**config.mk**
```make
export PLATFORM = sky130hd
export DESIGN_NAME = spi_device
export DESIGN_NICKNAME = d
export VERILOG_FILES = /design/src/logic/spi_pkg.sv /design/src/logic/spi_device.sv /design/src/logic/spi_shifter.sv /design/src/logic/spi_sclk_gen.sv /design/src/logic/spi_regs.sv
export VERILOG_INCLUDE_DIRS = /design/src /design/src/logic
export SDC_FILE = /design/constraint.sdc
export NUM_CORES = 1
export LEC_CHECK = 0
export BUFFER_PORTS_ARGS = -buffer_cell sky130_fd_sc_hd__clkbuf_2
export CORE_MARGIN = 3
export CORE_UTILIZATION = 60
export DETAILED_ROUTE_END_ITERATION = 8
export PLACE_DENSITY = 0.82
export SLEW_MARGIN = 25
export SYNTH_ARGS = -nofsm -noshare
export SYNTH_HDL_FRONTEND = slang
export SYNTH_HIERARCHICAL = 1
export SYNTH_SLANG_ARGS = --single-unit
```
**constraint.sdc**
```tcl
create_clock -name clk -period 6.05 [get_ports clk]
set_input_delay 1.21 -clock clk [delete_from_list [all_inputs] [get_ports clk]]
set_output_delay 1.21 -clock clk [all_outputs]
set_load 0.05 [all_outputs]
```
**src/logic/spi_cfg.svh**
```systemverilog
// clock rate macros for the spi master and derived half-period divisor counts
`ifndef SPI_CFG_SVH
`define SPI_CFG_SVH

// system clock feeding the whole block
`define SPI_CLK_HZ 50_000_000

// serial clock targets, selected by the fast control bit
`define SPI_FAST_HZ 12_500_000
`define SPI_SLOW_HZ 1_562_500

// half-period counts in system clock cycles
// 50 MHz system clock gives 2 for fast and 16 for slow
`define SPI_FAST_DIV (`SPI_CLK_HZ / (2 * `SPI_FAST_HZ))
`define SPI_SLOW_DIV (`SPI_CLK_HZ / (2 * `SPI_SLOW_HZ))

// control word bit positions
// [2:0]   chip select, one bit per line
// [3]     fast serial clock
// [5:4]   transfer width code
// [6]     most significant byte first
// [11:7]  reserved, dropped on write
// [13:12] spi mode, cpol low bit

// a fast divisor of zero would stall sclk
// keep SPI_FAST_HZ at or below a quarter of SPI_CLK_HZ

`endif
```
**src/logic/spi_pkg.sv**
```systemverilog
// spi master types: data word, control field vectors and shifter state enum
package spi_pkg;

  // bus data and shift data, always a full word
  typedef logic [31:0] word_t;

  // one bit per chip-select line, active high in the register
  typedef logic [2:0] cs_t;

  // transfer width code
  //   0 -> 8 bits
  //   1 -> 32 bits
  //   2 -> 16 bits
  //   3 -> 8 bits as well
  typedef logic [1:0] width_sel_t;

  // bit 0 cpol, bit 1 cpha (control bits 12 and 13)
  typedef logic [1:0] spi_mode_t;

  // transfer fsm of the shift engine
  typedef enum logic [1:0] {
    idle,       // waiting for start, rdy high
    shifting,   // sclk running, bits moving
    done_state  // one cycle to unscramble rx bytes
  } shift_state_t;

  // bits per byte on the wire
  // used when loading the bit counter
  // wider words are just more bytes

endpackage

```
**src/logic/spi_device.sv**
```systemverilog
// spi master top level: register front end, sclk generator and shift engine
`timescale 1ns/10ps

module spi_device (
  input  logic           clk,
  input  logic           rst,
  // host bus
  input  logic           stb,
  input  logic           we,
  input  logic           addr,
  input  spi_pkg::word_t data_in,
  output spi_pkg::word_t data_out,
  output logic           ack,
  // spi pins
  output spi_pkg::cs_t   cs_n,
  output logic           sclk,
  output logic           mosi,
  input  logic           miso
);

  // regs -> shifter / sclk gen
  logic                start;
  spi_pkg::word_t      tx_word;
  logic                fast;
  spi_pkg::width_sel_t width_sel;
  logic                msbyte_first;
  spi_pkg::spi_mode_t  mode;
  // shifter <-> sclk gen
  logic                run;
  logic                lead_edge;
  logic                trail_edge;
  // shifter -> regs
  logic                rdy;
  spi_pkg::word_t      rx_word;

  spi_regs regs_i (
    .clk(clk), .rst(rst),
    .stb(stb), .we(we), .addr(addr), .data_in(data_in),
    .data_out(data_out), .ack(ack),
    .rdy(rdy), .rx_word(rx_word),
    .start(start), .tx_word(tx_word), .cs_n(cs_n), .fast(fast),
    .width_sel(width_sel), .msbyte_first(msbyte_first), .mode(mode)
  );

  spi_sclk_gen sclk_gen_i (
    .clk(clk), .rst(rst),
    .run(run), .fast(fast), .mode(mode),
    .sclk(sclk), .lead_edge(lead_edge), .trail_edge(trail_edge)
  );

  spi_shifter shifter_i (
    .clk(clk), .rst(rst),
    .start(start), .tx_word(tx_word), .width_sel(width_sel),
    .msbyte_first(msbyte_first), .mode(mode),
    .lead_edge(lead_edge), .trail_edge(trail_edge), .miso(miso),
    .run(run), .rdy(rdy), .rx_word(rx_word), .mosi(mosi)
  );

endmodule

```
**src/logic/spi_shifter.sv**
```systemverilog
// spi shift engine: transfer fsm, bit counter, byte reordering, mosi shift and miso sample
`timescale 1ns/10ps

module spi_shifter (
  input  logic                clk,
  input  logic                rst,
  input  logic                start,
  input  spi_pkg::word_t      tx_word,
  input  spi_pkg::width_sel_t width_sel,
  input  logic                msbyte_first,
  input  spi_pkg::spi_mode_t  mode,
  input  logic                lead_edge,
  input  logic                trail_edge,
  input  logic                miso,
  output logic                run,
  output logic                rdy,
  output spi_pkg::word_t      rx_word,
  output logic                mosi
);

  spi_pkg::shift_state_t state;
  spi_pkg::word_t        tx_sreg;     // next bit always at bit 31
  spi_pkg::word_t        rx_sreg;     // sampled bits enter at bit 0
  spi_pkg::word_t        tx_packed;   // tx_word with the first byte on top
  logic [5:0]            bit_cnt;     // bits still to sample
  spi_pkg::width_sel_t   width_q;     // transfer settings frozen at start
  logic                  msb_q;
  logic                  cpha_q;
  logic                  load;
  logic                  sample_edge;
  logic                  shift_edge;

  // bytes per transfer from the width code
  function automatic int byte_count(input spi_pkg::width_sel_t ws);
    case (ws)
      2'd1:    return 4;
      2'd2:    return 2;
      default: return 1;  // codes 0 and 3
    endcase
  endfunction

  // put the first byte to send on top and the following bytes below it
  function automatic spi_pkg::word_t pack_tx(input spi_pkg::word_t w, input int n,
                                             input logic msb);
    spi_pkg::word_t r;
    int             idx;
    r = '0;
    for (int k = 0; k < 4; k++) begin
      if (k < n) begin
        idx = msb ? n - 1 - k : k;  // k-th byte on the wire
        r[31 - 8*k -: 8] = w[8*idx +: 8];
      end
    end
    return r;
  endfunction

  // put received bytes back where they came from and right aligned
  function automatic spi_pkg::word_t unpack_rx(input spi_pkg::word_t w, input int n,
                                               input logic msb);
    spi_pkg::word_t r;
    int             idx;
    r = '0;
    for (int k = 0; k < 4; k++) begin
      if (k < n) begin
        idx = msb ? n - 1 - k : k;
        r[8*idx +: 8] = w[8*(n - 1 - k) +: 8];  // k-th byte received
      end
    end
    return r;
  endfunction

  assign tx_packed   = pack_tx(tx_word, byte_count(width_sel), msbyte_first);
  assign load        = start && (state == spi_pkg::idle);  // start dropped unless idle
  assign sample_edge = cpha_q ? trail_edge : lead_edge;
  assign shift_edge  = cpha_q ? lead_edge  : trail_edge;

  always_ff @(posedge clk) begin
    if (rst) begin
      state   <= spi_pkg::idle;
      tx_sreg <= '0;
      rx_sreg <= '0;
      bit_cnt <= '0;
      width_q <= '0;
      msb_q   <= 1'b0;
      cpha_q  <= 1'b0;
      run     <= 1'b0;
      rdy     <= 1'b1;
      rx_word <= '0;
      mosi    <= 1'b0;
    end else begin
      case (state)
        spi_pkg::idle: begin
          if (load) begin
            width_q <= width_sel;
            msb_q   <= msbyte_first;
            cpha_q  <= mode[1];
            bit_cnt <= 6'(8 * byte_count(width_sel));
            rx_sreg <= '0;
            run     <= 1'b1;
            rdy     <= 1'b0;
            state   <= spi_pkg::shifting;
            if (!mode[1]) begin
              // cpha 0 presents the first bit before any edge
              mosi    <= tx_packed[31];
              tx_sreg <= {tx_packed[30:0], 1'b0};
            end else begin
              tx_sreg <= tx_packed;  // first bit goes out on the first leading edge
            end
          end
        end
        spi_pkg::shifting: begin
          if (shift_edge) begin
            mosi    <= tx_sreg[31];
            tx_sreg <= {tx_sreg[30:0], 1'b0};
          end
          if (sample_edge) begin
            rx_sreg <= {rx_sreg[30:0], miso};
            bit_cnt <= bit_cnt - 1'b1;
            if (bit_cnt == 6'd1) begin
              run   <= 1'b0;  // last sample, sclk falls back to idle
              state <= spi_pkg::done_state;
            end
          end
        end
        spi_pkg::done_state: begin
          rx_word <= unpack_rx(rx_sreg, byte_count(width_q), msb_q);
          rdy     <= 1'b1;
          state   <= spi_pkg::idle;
        end
        default: begin
          state <= spi_pkg::idle;
        end
      endcase
    end
  end

endmodule

```
**src/logic/spi_sclk_gen.sv**
```systemverilog
// serial clock generator: half-period divider, sclk polarity and edge strobes
`timescale 1ns/10ps
`include "spi_cfg.svh"

module spi_sclk_gen (
  input  logic               clk,
  input  logic               rst,
  input  logic               run,     // high while the shifter is busy
  input  logic               fast,
  input  spi_pkg::spi_mode_t mode,    // only cpol matters here
  output logic               sclk,
  output logic               lead_edge,
  output logic               trail_edge
);

  localparam int FAST_DIV = `SPI_FAST_DIV;
  localparam int SLOW_DIV = `SPI_SLOW_DIV;
  localparam int CNT_W    = $clog2(SLOW_DIV + 1);

  logic [CNT_W-1:0] cnt;     // cycles left in this half period
  logic [CNT_W-1:0] reload;
  logic             phase;   // 0 idle half, 1 active half
  logic             tick;    // half period over

  assign reload = fast ? CNT_W'(FAST_DIV - 1) : CNT_W'(SLOW_DIV - 1);

  assign tick = run && (cnt == '0);

  // strobes mark the cycle whose closing edge flips sclk
  // the shifter acts on that same clock edge
  assign lead_edge  = tick && !phase;  // idle -> active
  assign trail_edge = tick &&  phase;  // active -> idle

  always_ff @(posedge clk) begin
    if (rst) begin
      cnt   <= CNT_W'(SLOW_DIV - 1);
      phase <= 1'b0;
    end else if (!run) begin
      // parked: full half period before the first edge
      cnt   <= reload;
      phase <= 1'b0;
    end else if (tick) begin
      cnt   <= reload;
      phase <= ~phase;
    end else begin
      cnt   <= cnt - 1'b1;
    end
  end

  // cpol flips the whole waveform, so idle level equals cpol
  assign sclk = phase ^ mode[0];

  // fast divisor 2 and slow divisor 16 with the default macros
  // i.e. slow runs at one eighth of the fast rate
  // run dropping mid half-period cuts sclk straight back to idle
  // which only happens after the last sample edge

endmodule

```
**src/logic/spi_regs.sv**
```systemverilog
// spi register front end: bus decode, control register, start pulse, cs drive, read mux
`timescale 1ns/10ps

module spi_regs (
  input  logic                clk,
  input  logic                rst,
  // host bus
  input  logic                stb,
  input  logic                we,
  input  logic                addr,          // 0 data, 1 control/status
  input  spi_pkg::word_t      data_in,
  output spi_pkg::word_t      data_out,
  output logic                ack,
  // from the shifter
  input  logic                rdy,
  input  spi_pkg::word_t      rx_word,
  // to the shifter and clock generator
  output logic                start,
  output spi_pkg::word_t      tx_word,
  output spi_pkg::cs_t        cs_n,
  output logic                fast,
  output spi_pkg::width_sel_t width_sel,
  output logic                msbyte_first,
  output spi_pkg::spi_mode_t  mode
);

  logic         rd_data;    // read received word
  logic         wr_data;    // write word to send, kicks a transfer
  logic         rd_ctrl;    // read status
  logic         wr_ctrl;    // write control
  spi_pkg::cs_t cs_sel;     // select field as written
  logic         status_rdy;

  // four access kinds
  assign rd_data = stb & ~we & ~addr;
  assign wr_data = stb &  we & ~addr;
  assign rd_ctrl = stb & ~we &  addr;
  assign wr_ctrl = stb &  we &  addr;

  // control register, reserved bits 11:7 not stored
  always_ff @(posedge clk) begin
    if (rst) begin
      cs_sel       <= '0;  // all lines deselected
      fast         <= 1'b0;
      width_sel    <= '0;  // 8 bits
      msbyte_first <= 1'b0;
      mode         <= '0;  // mode 0, sclk idles low
    end else if (wr_ctrl) begin
      cs_sel       <= data_in[2:0];
      fast         <= data_in[3];
      width_sel    <= data_in[5:4];
      msbyte_first <= data_in[6];
      mode         <= data_in[13:12];
    end
  end

  // start follows the data write by one cycle, together with tx_word
  always_ff @(posedge clk) begin
    if (rst) begin
      start <= 1'b0;
    end else begin
      start <= wr_data;
    end
  end

  // shifter copies tx_word at start, later writes only touch this copy
  always_ff @(posedge clk) begin
    if (wr_data) begin
      tx_word <= data_in;
    end
  end

  // start still on its way to the shifter, so report busy already
  assign status_rdy = rdy & ~start;

  assign cs_n = ~cs_sel;  // lines are active low
  assign ack  = stb;      // same-cycle acknowledge, no wait states

  always_comb begin
    data_out = '0;
    if (rd_data) begin
      data_out = rx_word;
    end else if (rd_ctrl) begin
      data_out = {18'h0, mode, 11'h0, status_rdy};  // mode at 13:12, rdy at 0
    end
  end

endmodule

```
# Word-level counts from Yosys, hierarchy flattened
# Index checks and enable logic that the tools add are counted.
[classes]
n_addsub = 14
multipliers = 0
div_mod_pow = 0
magnitude_cmp = 8
eq_ne = 12
shift = 16
n_mux = 60
bitwise = 15
reduce_logical = 17
[ops]
columns = ["cell", "n"]
rows = [
  ["32-bit two-way mux", 18],
  ["32-bit by 32-bit variable part select with 8-bit output", 8],
  ["29-bit two-way mux", 8],
  ["32-bit negator with 33-bit output", 4],
  ["8-bit by 33-bit variable shift with 32-bit output (first input constant)", 4],
  ["8-bit by 33-bit variable part select with 32-bit output", 4],
  ["32-bit case mux with 2 select lines", 2],
  ["32-bit bitwise mux", 3],
  ["3-bit by 32-bit less-than comparator with 1-bit output (first input constant)", 2],
  ["29-bit by 2-bit subtractor with 29-bit output (second input constant)", 2],
  ["29-bit by 3-bit subtractor with 29-bit output (second input constant)", 2],
  ["32-bit AND", 1],
  ["1-bit by 32-bit less-than comparator with 1-bit output (first input constant)", 1],
  ["2-bit by 32-bit less-than comparator with 1-bit output (first input constant)", 1],
  ["8-bit two-way mux", 4],
  ["14-bit two-way mux", 1],
  ["6-bit two-way mux", 2],
  ["3-bit case mux with 2 select lines", 2],
  ["6-bit case mux with 2 select lines", 1],
  ["5-bit two-way mux", 2],
  ["4-bit by 3-bit subtractor with 5-bit output (second input constant)", 2],
  ["1-bit two-way mux", 9],
  ["3-bit AND reduction", 3],
  ["2-bit by 1-bit != test with 1-bit output (second input constant)", 4],
  ["26 further kinds", 52],
]
[totals]
reg_bits = 159
latchBits = 0
ram_bits = 0
rom_bits = 0
input_bits = 38
output_inout_bits = 38
word_cells = 162
memories = 0

# Logic depth before layout (Yosys ltp)
# Gate-level depths: netlist of run 1.
[depth]
depth_word = 22
depth_mapped = 14
ltp_nobuf = 12

# Hierarchy
# The synthesis of run 1 kept the hierarchy.
[modules_own_cells]
columns = ["module", "instances", "cells_each", "area_per_inst_um2", "seq_area_each_um2"]
rows = [
  ["spi_shifter", 1, 907, 7487.2, 2222.1],
  ["spi_regs", 1, 120, 1709.1, 1161.1],
  ["spi_sclk_gen", 1, 35, 319.1, 120.1],
]

# Worst setup path before layout of run 1
# OpenSTA, ideal clock, no wires.
[synth_path]
kind = "input-to-output"
startpoint = "in addr"
endpoint = "out data_out[31]"
arrival_time_ns = 2.876
t_required_ns = 4.840
path_slack_ns = 1.964
path_stages = 2
n_path_buf = 1
cell_sequence = "buf_6 > nor4bb_1"
[synth_via]
elab_chain_len = 3
[synth_rtl]
columns = ["item", "line", "rtl"]
rows = [
  ["start: declaration", "spi_device.sv:10", "input logic addr,"],
  ["1-bit inverter", "spi_regs.sv:35", "assign rd_data = stb & ~we & ~addr;"],
  ["1-bit AND", "spi_regs.sv:35", ""],
  ["32-bit two-way mux", "spi_regs.sv:81", "if (rd_data) begin"],
  ["end: declaration", "spi_device.sv:12", "output spi_pkg::word_t data_out,"],
]
# Every way passes these cells.

# Worst setup path in the final report of run 1
[layout_path]
startpoint = "in addr"
endpoint = "out data_out[11]"
# Same word-level chain as after synthesis.

==> summary.txt, run 1 <==
Critical Path Max Stage Delay - 640 ps
row cnt - 45
initial antenna violation count - 0
HP Class - reg2reg
Area Growth Syn to Fin - 8.915%
io pins - 76
core region area - 0.01537 mm²
DIE AREA - 0.01741 mm²
top_reg_cell synth - dfxtp_1
fin. max-slew vios - 0
max-cap violation count - 0
Final Hold Fails - 0
gr ovfl total - 0
length of the first detailed-routing pass in iterations - 7
clock root buffer - clkbuf_16
Worst setup SP type - input port
Seq/Total Area, Yosys - 36.82%
wire per inst - 19.37 µm
Clock Sinks - 159
via count - 8456
Nets - 1142
synth cell count leaders - 127 x dfxtp_1, 105 x nor2_1, 80 x nand2_1
Starting Density - 61.90%
actual slew at the worst max-slew pin - 1001 ps
H-tree levels - 4
vias in the first global route - 7678
CTS tree - done
Gate Count Post-Synth - 1062
total track usage - 28.51%
VDD IR max - 0.0002163 V
detailed placement HPWL - 17.62 mm
first-pass GRT wire length - 40.50 mm
sum of buffers and inverters on the critical path - 2
Worst-Skew Late Latency - 430 ps
final setup fails - 0
fin crit share - 61.75%
min Tclk post-route - 3736 ps
mapped cell area - 0.009515 mm²
count leader, synth - dfxtp_1
Post-synth EDFFs - 32
Worst Setup Slack, final - 2314 ps
Vias/cell - 6.460
worst-path fanout max - 28
RSZ-0062 raised after global routing - no
DR iter-0 viols - 937
fin cells - 1309
gpl congestion - 0.9691
Sum Neg Setup Slack - 0 ps
# port buffers - 75
Max Fclk - 0.2677 GHz
share of post-route cells with drive strength above 1 - 16.48%
CTS max path bufs - 2
delay-heaviest family, CP - simple AND/OR/NAND/NOR gates
largest net degree at the start of global routing - 97
syn_nets - 1119
Ant. Diodes - 0
DRC - 0
post-cts repair resize count - 0
crit-path cells - clkbuf_2 -> nor3b_4 -> and2_1 -> clkbuf_2
Placed Cells - 1277
Worst slew margin - 33.29%
overall power - 2.380 mW
library cells used by synthesis - 92
Slowest cell on crit path - nor3b_4
Setup crit end kind - output port
Synth area leaders - dfxtp_1 27%, edfxtp_1 10%, mux2i_1 6.1%
Synth Area per Inst - 8.960 µm²
# hold bufs at CTS - 0
Clock Skews - 10.55 ps
DIE WIDTH - 131.9 µm
Placement Setup Slack - 2277 ps
Yosys Warn Count - 6
#FFs+latches synth - 159
top cell type's share of synthesized area - 26.72%
Req. time, crit path - 4840 ps
total routed wirelength - 25.36 mm
Setup CP Type - in2out
Final ANT Viol Nets - 0
CP most frequent cell - clkbuf_2
CTS clk-pin slew, worst paths - 60 ps
TritonCTS Buffers - 17
FFs w/ async S/R, synth - 0%
Worst EP arrival - 2530 ps
Die Y-Extent - 131.9 µm
Hold WS - 448.5 ps
area leader, netlist - dfxtp_1
Pwr Density - 229.7 mW/mm²
leakage - 3.690 nW
Post-CTS Setup Bufs - 0
run status - complete, no violations
[cell type report]
type / instances / area [µm²]
Multi-Input combinational cell: 795 / 5444
Clock inverter: 14 / 153.9
Inverter: 23 / 86.33
Clock buffer: 18 / 429.2
Tap cell: 211 / 264.0
Timing Repair Buffer: 89 / 483.0
Fill cell: 1262 / 5007
Sequential cell: 159 / 3503
[through the flow]
stage / utilization (%) / cell area, µm²
final: 67.42 / 10360
after global routing: 67.42 / 10360
after CTS: 67.39 / 10360
after detailed placement: 63.60 / 9776
after global placement: 63.60 / 9776
after floorplan: - / 9515
[cell usage in the layout, fill, tap and decap left out, types with 22 or more instances in the layout]
cell type,synthesis,routed
nor3_1,53,53
a21oi_1,72,72
nor2_1,105,105
dfxtp_1,127,127
clkbuf_2,0,74
inv_1,22,22
nand2b_1,35,35
nand2_1,80,80
edfxtp_1,32,32
nand3_1,41,41
mux2i_1,58,58
and2_1,31,31
[registers in the layout (all words and copies together) (netlist names), 3 cells and up]
| signal | cells |
|---|---|
| regs_i/cs_sel | 3 |
| sclk_gen_i/cnt | 5 |
| shifter_i/rx_word | 32 |
| shifter_i/rx_sreg | 32 |
| shifter_i/tx_sreg | 32 |
| regs_i/tx_word | 32 |
| shifter_i/bit_cnt | 6 |
[metal layers]
layer	wire length [µm]	global-route usage, %	vias up
met5	0	0	-
met4	442	7.526	0
met3	2330	6.718	45
met2	11140	42.67	402
met1	11440	41.55	4047
li1	-	-	3962
[final timing paths]
path	startpoint	endpoint	slack [ps]	cells after the start
setup reg to reg	shifter_i/width_q[0]	shifter_i/rx_word[13]	2560	13
hold / removal	shifter_i/tx_sreg[12]	shifter_i/tx_sreg[12]	450	2
setup / recovery	addr	data_out[11]	2310	4
hold reg to reg	shifter_i/tx_sreg[12]	shifter_i/tx_sreg[12]	450	2
[worst register-to-register path, delay by kind of cell (launching register included)]
family	cells	cell delay [ps]
adder cells (fa/ha/maj)	3	710
AND/OR/NAND/NOR	3	1090
AO/OA/AOI/OAI	3	480
buffers and inverters	4	650
flip-flops	1	380
[cells by family after synthesis]
family / after synthesis / synth area share (%)
mux: 87 / 10.60
xor+xnor: 8 / 0.8153
simple gates: 431 / 24.30
compound gates: 250 / 18.92
buf+inv: 108 / 6.049
flops: 159 / 36.82
fa+ha+maj: 19 / 2.498
[power breakdown]
part	total, mW	switching, mW	internal, mW	leakage [nW]
sequential	1.14	0.0254	1.11	1.32
clock	1.07	0.456	0.615	0.280
combinational	0.173	0.109	0.0642	2.09
total	2.38	0.591	1.79	3.69
Note: power is estimated with default switching activity, not from simulation.
==> run 2, diff against run 1 <==
--- a/config.mk
+++ b/config.mk
@@ -8,9 +8,9 @@
 export LEC_CHECK = 0
 export BUFFER_PORTS_ARGS = -buffer_cell sky130_fd_sc_hd__clkbuf_2
 export CORE_MARGIN = 3
-export CORE_UTILIZATION = 60
+export CORE_UTILIZATION = 55
 export DETAILED_ROUTE_END_ITERATION = 8
-export PLACE_DENSITY = 0.82
+export PLACE_DENSITY = 0.79
 export SLEW_MARGIN = 25
 export SYNTH_ARGS = -nofsm -noshare
 export SYNTH_HDL_FRONTEND = slang
==> constraint.sdc (replaced) <==
create_clock -name clk -period 3.2 [get_ports clk]
set_input_delay 0.64 -clock clk [delete_from_list [all_inputs] [get_ports clk]]
set_output_delay 0.64 -clock clk [all_outputs]
set_load 0.05 [all_outputs]
==> run 2 against run 1 <==
Compared with the run above: worst setup slack got worse by 2100 ps; register-to-register slack lost 2300 ps; via count up 0.15%; non-clock buffer count increased by 9; final cell count grew 1.4%; critical path depth increased by 6; sequential cell count unchanged; hold slack got worse by 51 ps; core utilization shrank 4.8 points; clock skew down 2.4 ps; count of clock-buffer cells in the layout is the same.
==> summary.txt, run 2 (same netlist as run 1, synthesis figures left out) <==
crit-path cells - inv_1 -> ha_1 -> and3b_1 -> nand2b_1 -> ha_1 -> nor4b_4 -> nand4_1 -> nor2b_1 -> a22oi_1 -> o21ai_1
Worst setup SP type - flip-flop
crit path capture - shifter_i/rx_word[21]
total track usage - 26.69%
switching component of the power - 1.089 mW
total routed wirelength - 25.32 mm
Placement Setup Slack - 327.6 ps
first-pass GRT wire length - 40.12 mm
Clk network pwr share - 46.3%
Fillers - 1421
via count - 8469
clock root buffer - clkbuf_16
Worst Setup Slack, final - 243.2 ps
overall power - 4.624 mW
final setup fails - 0
worst r2r path cells - 10
Slowest cell on crit path - nor2b_1
sequential power share - 46.4%
gpl congestion - 0.9809
fin crit share - 92.40%
WP depth - 10
# port buffers - 75
Area Growth Syn to Fin - 10.32%
fin cells - 1327
VDD IR max - 0.0003975 V
Worst Hold Depth - 1
Vias/cell - 6.382
fin. max-slew vios - 0
initial antenna violation count - 0
worst-path fanout max - 7
DRC - 0
Critical Path Source - shifter_i/width_q[0]
CTS max path bufs - 2
R2R Setup Slk - 240 ps
Clock Skews - 8.195 ps
leading cell types in the layout, fill and taps excluded - 127 x dfxtp_1, 105 x nor2_1, 80 x nand2_1
Setup CP Type - reg2reg
DIE AREA - 0.01891 mm²
leakage - 3.759 nW
gr ovfl total - 0
DIE WIDTH - 137.5 µm
row cnt - 47
delay-heaviest family, CP - simple AND/OR/NAND/NOR gates
CTS clk-pin slew, worst paths - 60 ps
max-cap violation count - 0
commonest non-fill, non-tap cell in the layout - dfxtp_1
largest net degree at the start of global routing - 104
Worst-Skew Late Latency - 420 ps
share of post-route cells with drive strength above 1 - 17.07%
H-tree levels - 4
Worst EP arrival - 3290 ps
Nets - 1151
Die Y-Extent - 137.5 µm
HP Class - in2reg
Setup crit end kind - flip-flop
Sum Neg Setup Slack - 0 ps
cell internal pwr - 3.535 mW
Placed Cells - 1295
Final Hold Fails - 0
CTS tree - done
Final ANT Viol Nets - 0
Worst slew margin - 35.19%
io pins - 76
wire per inst - 19.08 µm
Critical Path Max Stage Delay - 440 ps
CP most frequent cell - ha_1
combinational power share - 7.3%
TritonCTS Buffers - 17
Post-CTS Setup Bufs - 0
RSZ-0062 raised after global routing - no
area of the multi-input gates - 0.005439 mm²
length of the first detailed-routing pass in iterations - 6
Ant. Diodes - 0
vias in the first global route - 7755
post-cts repair resize count - 0
detailed placement HPWL - 18.05 mm
total area of sequential cells - 0.003503 mm²
# hold bufs at CTS - 0
Req. time, crit path - 3540 ps
core region area - 0.01676 mm²
actual slew at the worst max-slew pin - 972.2 ps
sum of buffers and inverters on the critical path - 1
Starting Density - 56.77%
Max Fclk - 0.3382 GHz
FF-to-FF End - shifter_i/rx_word[21]
switching share of power - 23.55%
run status - complete, no violations
reg2reg start - shifter_i/width_q[0]
min Tclk post-route - 2957 ps
Clock Sinks - 159
Hold WS - 397.2 ps
DR iter-0 viols - 1067
Pwr Density - 440.5 mW/mm²
-- run 2: final cells by class --
type	instances	share of cell area, %
multi-input combinational	795	51.81
sequential	159	33.37
timing repair buffer	98	5.483
clock buffer	18	4.088
clock inverter	14	1.800
tap	220	2.622
inverter	23	0.8224
-- run 2: how the worst min path moves through the flow --
| stage | start | end |
|---|---|---|
| after global routing | data_in[21] | regs_i/tx_word[21] |
| after floorplan | shifter_i/rx_word[15] | shifter_i/rx_word[15] |
| after global placement | shifter_i/rx_word[15] | shifter_i/rx_word[15] |
| after detailed placement | shifter_i/rdy | shifter_i/rdy |
| final | data_in[7] | regs_i/tx_word[7] |
| after CTS | data_in[7] | regs_i/tx_word[7] |
-- run 2: power groups by stage --
| stage | Clock, mW | Sequential (mW) | Combinational, mW |
|---|---|---|---|
| 5_1_grt | 2.25 | 2.15 | 0.370 |
| 6_report | 2.14 | 2.15 | 0.338 |
| 3_5_place_dp | 0 | 2.19 | 0.331 |
| 4_1_cts | 2.16 | 2.14 | 0.333 |
| 2_1_floorplan | 0 | 2.17 | 0.248 |
| 3_3_place_gp | 0 | 2.19 | 0.325 |
-- run 2: per-layer routing --
layer	track usage, %	vias to the layer above	part of all wire [%]	wire length (µm)
li1	-	3974	-	-
met5	0	-	0	0
met3	5.296	56	8.5	2149
met2	39.78	418	45	11290
met1	39.02	4021	45	11280
met4	8.204	0	2.4	604
-- run 2: stage by stage --
stage               cell area (µm²)  util [%]
finish                        10500     62.64
global placement               9879     58.95
floorplan                      9515         -
CTS                           10500     62.64
global route                  10500     62.64
detailed placement             9879     58.95
-- run 2: worst register-to-register path: cells and delay by family, from the launching register on --
family | cells | cell delay (ps)
AOI/OAI and AO/OA | 2 | 260
adders and majority gates | 2 | 690
buffers and inverters | 1 | 90
DFF | 1 | 380
and+or+nand+nor | 5 | 1460
==> run 3, diff against run 2 <==
--- a/config.mk
+++ b/config.mk
@@ -7,10 +7,12 @@
 export NUM_CORES = 1
 export LEC_CHECK = 0
 export BUFFER_PORTS_ARGS = -buffer_cell sky130_fd_sc_hd__clkbuf_2
+export CELL_PAD_IN_SITES_DETAIL_PLACEMENT = 1
+export CELL_PAD_IN_SITES_GLOBAL_PLACEMENT = 2
 export CORE_MARGIN = 3
-export CORE_UTILIZATION = 55
+export CORE_UTILIZATION = 34
 export DETAILED_ROUTE_END_ITERATION = 8
-export PLACE_DENSITY = 0.79
+export PLACE_DENSITY = 0.78
 export SLEW_MARGIN = 25
 export SYNTH_ARGS = -nofsm -noshare
 export SYNTH_HDL_FRONTEND = slang
==> run 3 against run 2 <==
Compared with the run above: die area grew 59%; register-to-register slack lost 20 ps; global-route usage shrank 6.5 points; largest cell class unchanged; largest power group is now clock.
==> summary.txt, run 3 (same netlist as run 1, synthesis figures left out) <==
combinational power share - 7.5%
Fillers - 3195
switching component of the power - 1.178 mW
Clock Skews - 17.79 ps
Setup CP Type - reg2reg
TritonCTS Buffers - 17
commonest non-fill, non-tap cell in the layout - dfxtp_1
core region area - 0.02725 mm²
DIE WIDTH - 173.3 µm
HP Class - in2reg
Vias/cell - 5.669
H-tree levels - 4
gpl congestion - 0.8808
worst r2r path cells - 10
DRC - 0
fin. max-slew vios - 0
Post-CTS Setup Bufs - 0
R2R Setup Slk - 220 ps
cell internal pwr - 3.505 mW
total track usage - 20.23%
crit-path cells - inv_1 -> ha_1 -> or4b_4 -> or3_1 -> inv_1 -> mux2i_1 -> a211oi_4 -> buf_4 -> nor2_1 -> nor4_1
DR iter-0 viols - 613
row cnt - 60
FF-to-FF End - shifter_i/tx_sreg[5]
leading cell types in the layout, fill and taps excluded - 127 x dfxtp_1, 105 x nor2_1, 79 x nand2_1
wire per inst - 20.81 µm
Nets - 1158
final core utilization - 39.40%
detailed placement HPWL - 22.46 mm
Clk network pwr share - 46.6%
Final Hold Fails - 0
length of the first detailed-routing pass in iterations - 5
clock root buffer - clkbuf_16
Slowest cell on crit path - a211oi_4
CTS tree - done
min Tclk post-route - 2980 ps
sequential power share - 45.9%
fin crit share - 93.11%
Max Fclk - 0.3356 GHz
# port buffers - 75
switching share of power - 25.16%
hold path start - data_in[27]
first-pass GRT wire length - 48.65 mm
post-cts repair resize count - 0
Area Growth Syn to Fin - 12.85%
max-cap violation count - 0
VDD IR max - 0.0002438 V
Starting Density - 34.92%
Ant. Diodes - 0
reg2reg start - sclk_gen_i/cnt[0]
final setup fails - 0
CTS max path bufs - 2
Worst-Skew Late Latency - 430 ps
leakage - 3.796 nW
# hold bufs at CTS - 0
total routed wirelength - 30.90 mm
Pwr Density - 436.1 mW/mm²
initial antenna violation count - 0
Worst EP arrival - 3290 ps
io pins - 76
Critical Path Max Stage Delay - 520 ps
CTS clk-pin slew, worst paths - 80 ps
DIE AREA - 0.03003 mm²
Req. time, crit path - 3510 ps
WHS Endpoint - regs_i/tx_word[27]
Final ANT Viol Nets - 0
via count - 8418
share of post-route cells with drive strength above 1 - 17.70%
Worst setup SP type - flip-flop
gr ovfl total - 0
Worst Hold Depth - 1
Die Y-Extent - 173.3 µm
largest net degree at the start of global routing - 58
Sum Neg Setup Slack - 0 ps
actual slew at the worst max-slew pin - 935.1 ps
vias in the first global route - 8216
Clock Sinks - 159
Hold WS - 376.4 ps
Worst slew margin - 37.66%
RSZ-0062 raised after global routing - no
worst-path fanout max - 20
run status - complete, no violations
CP most frequent cell - inv_1
Setup crit end kind - flip-flop
[run 3: changes by cell type in the layout (fill, tap and decap cells not counted), moves of 2 or more]
cell,previous run,this run
buf_4,22,30
clkinv_2,3,0
bufinv_16,4,2
clkbuf_16,17,19
[run 3: worst max-delay path by stage]
stage	start	endpoint	slack (ps)	cells past startpoint
floorplan	addr	data_out[31]	250	2
global placement	sclk_gen_i/cnt[0]	shifter_i/tx_sreg[6]	360	10
detailed placement	sclk_gen_i/cnt[0]	shifter_i/tx_sreg[25]	220	10
CTS	sclk_gen_i/cnt[0]	shifter_i/tx_sreg[5]	200	10
global route	sclk_gen_i/cnt[0]	shifter_i/tx_sreg[5]	5	10
finish	sclk_gen_i/cnt[0]	shifter_i/tx_sreg[5]	220	10
[run 3: power groups by stage]
stage          clock, mW  combinational, mW  sequential [mW]
6_report            2.18              0.353             2.15
3_5_place_dp           0              0.351             2.19
3_3_place_gp           0              0.344             2.19
5_1_grt             2.32              0.386             2.15
2_1_floorplan          0              0.248             2.17
4_1_cts             2.22              0.352             2.15
[run 3: per-layer routing]
layer	share of wire (%)	GRT usage, %
met1	49	29.45
met2	45	31.48
met3	5.0	3.438
met4	1.1	4.291
met5	0	0
[run 3: worst max-delay path: cells and delay by family, from the launching register on]
family / cells / cell delay, ps
AND/OR/NAND/NOR: 4 / 1220
AO/OA/AOI/OAI: 1 / 520
buffers and inverters: 3 / 510
flip-flops: 1 / 310
multiplexers: 1 / 120
adder cells (fa/ha/maj): 1 / 180
[run 3: through the flow]
step | area (µm²) | setup WS [ps] | std cells | total power, mW
2_1_floorplan | 9515 | 254.0 | 1062 | 2.420
3_5_place_dp | 10120 | 224.1 | 1454 | 2.542
4_1_cts | 10740 | 199.8 | 1485 | 4.721
3_3_place_gp | 10120 | 359.3 | 1454 | 2.533
6_report | 10740 | 220.5 | 1485 | 4.683
5_1_grt | 10740 | 4.953 | 1485 | 4.853
[run 3: area by class of cell]
class / count / area, µm² / share of cell area, %
Multi-Input combinational cell: 795 / 5449 / 50.75
Timing Repair Buffer: 105 / 615.6 / 5.733
Inverter: 23 / 86.33 / 0.8040
Clock inverter: 9 / 120.1 / 1.119
Sequential cell: 159 / 3503 / 32.63
Clock buffer: 22 / 498.0 / 4.638
Tap cell: 372 / 465.4 / 4.335
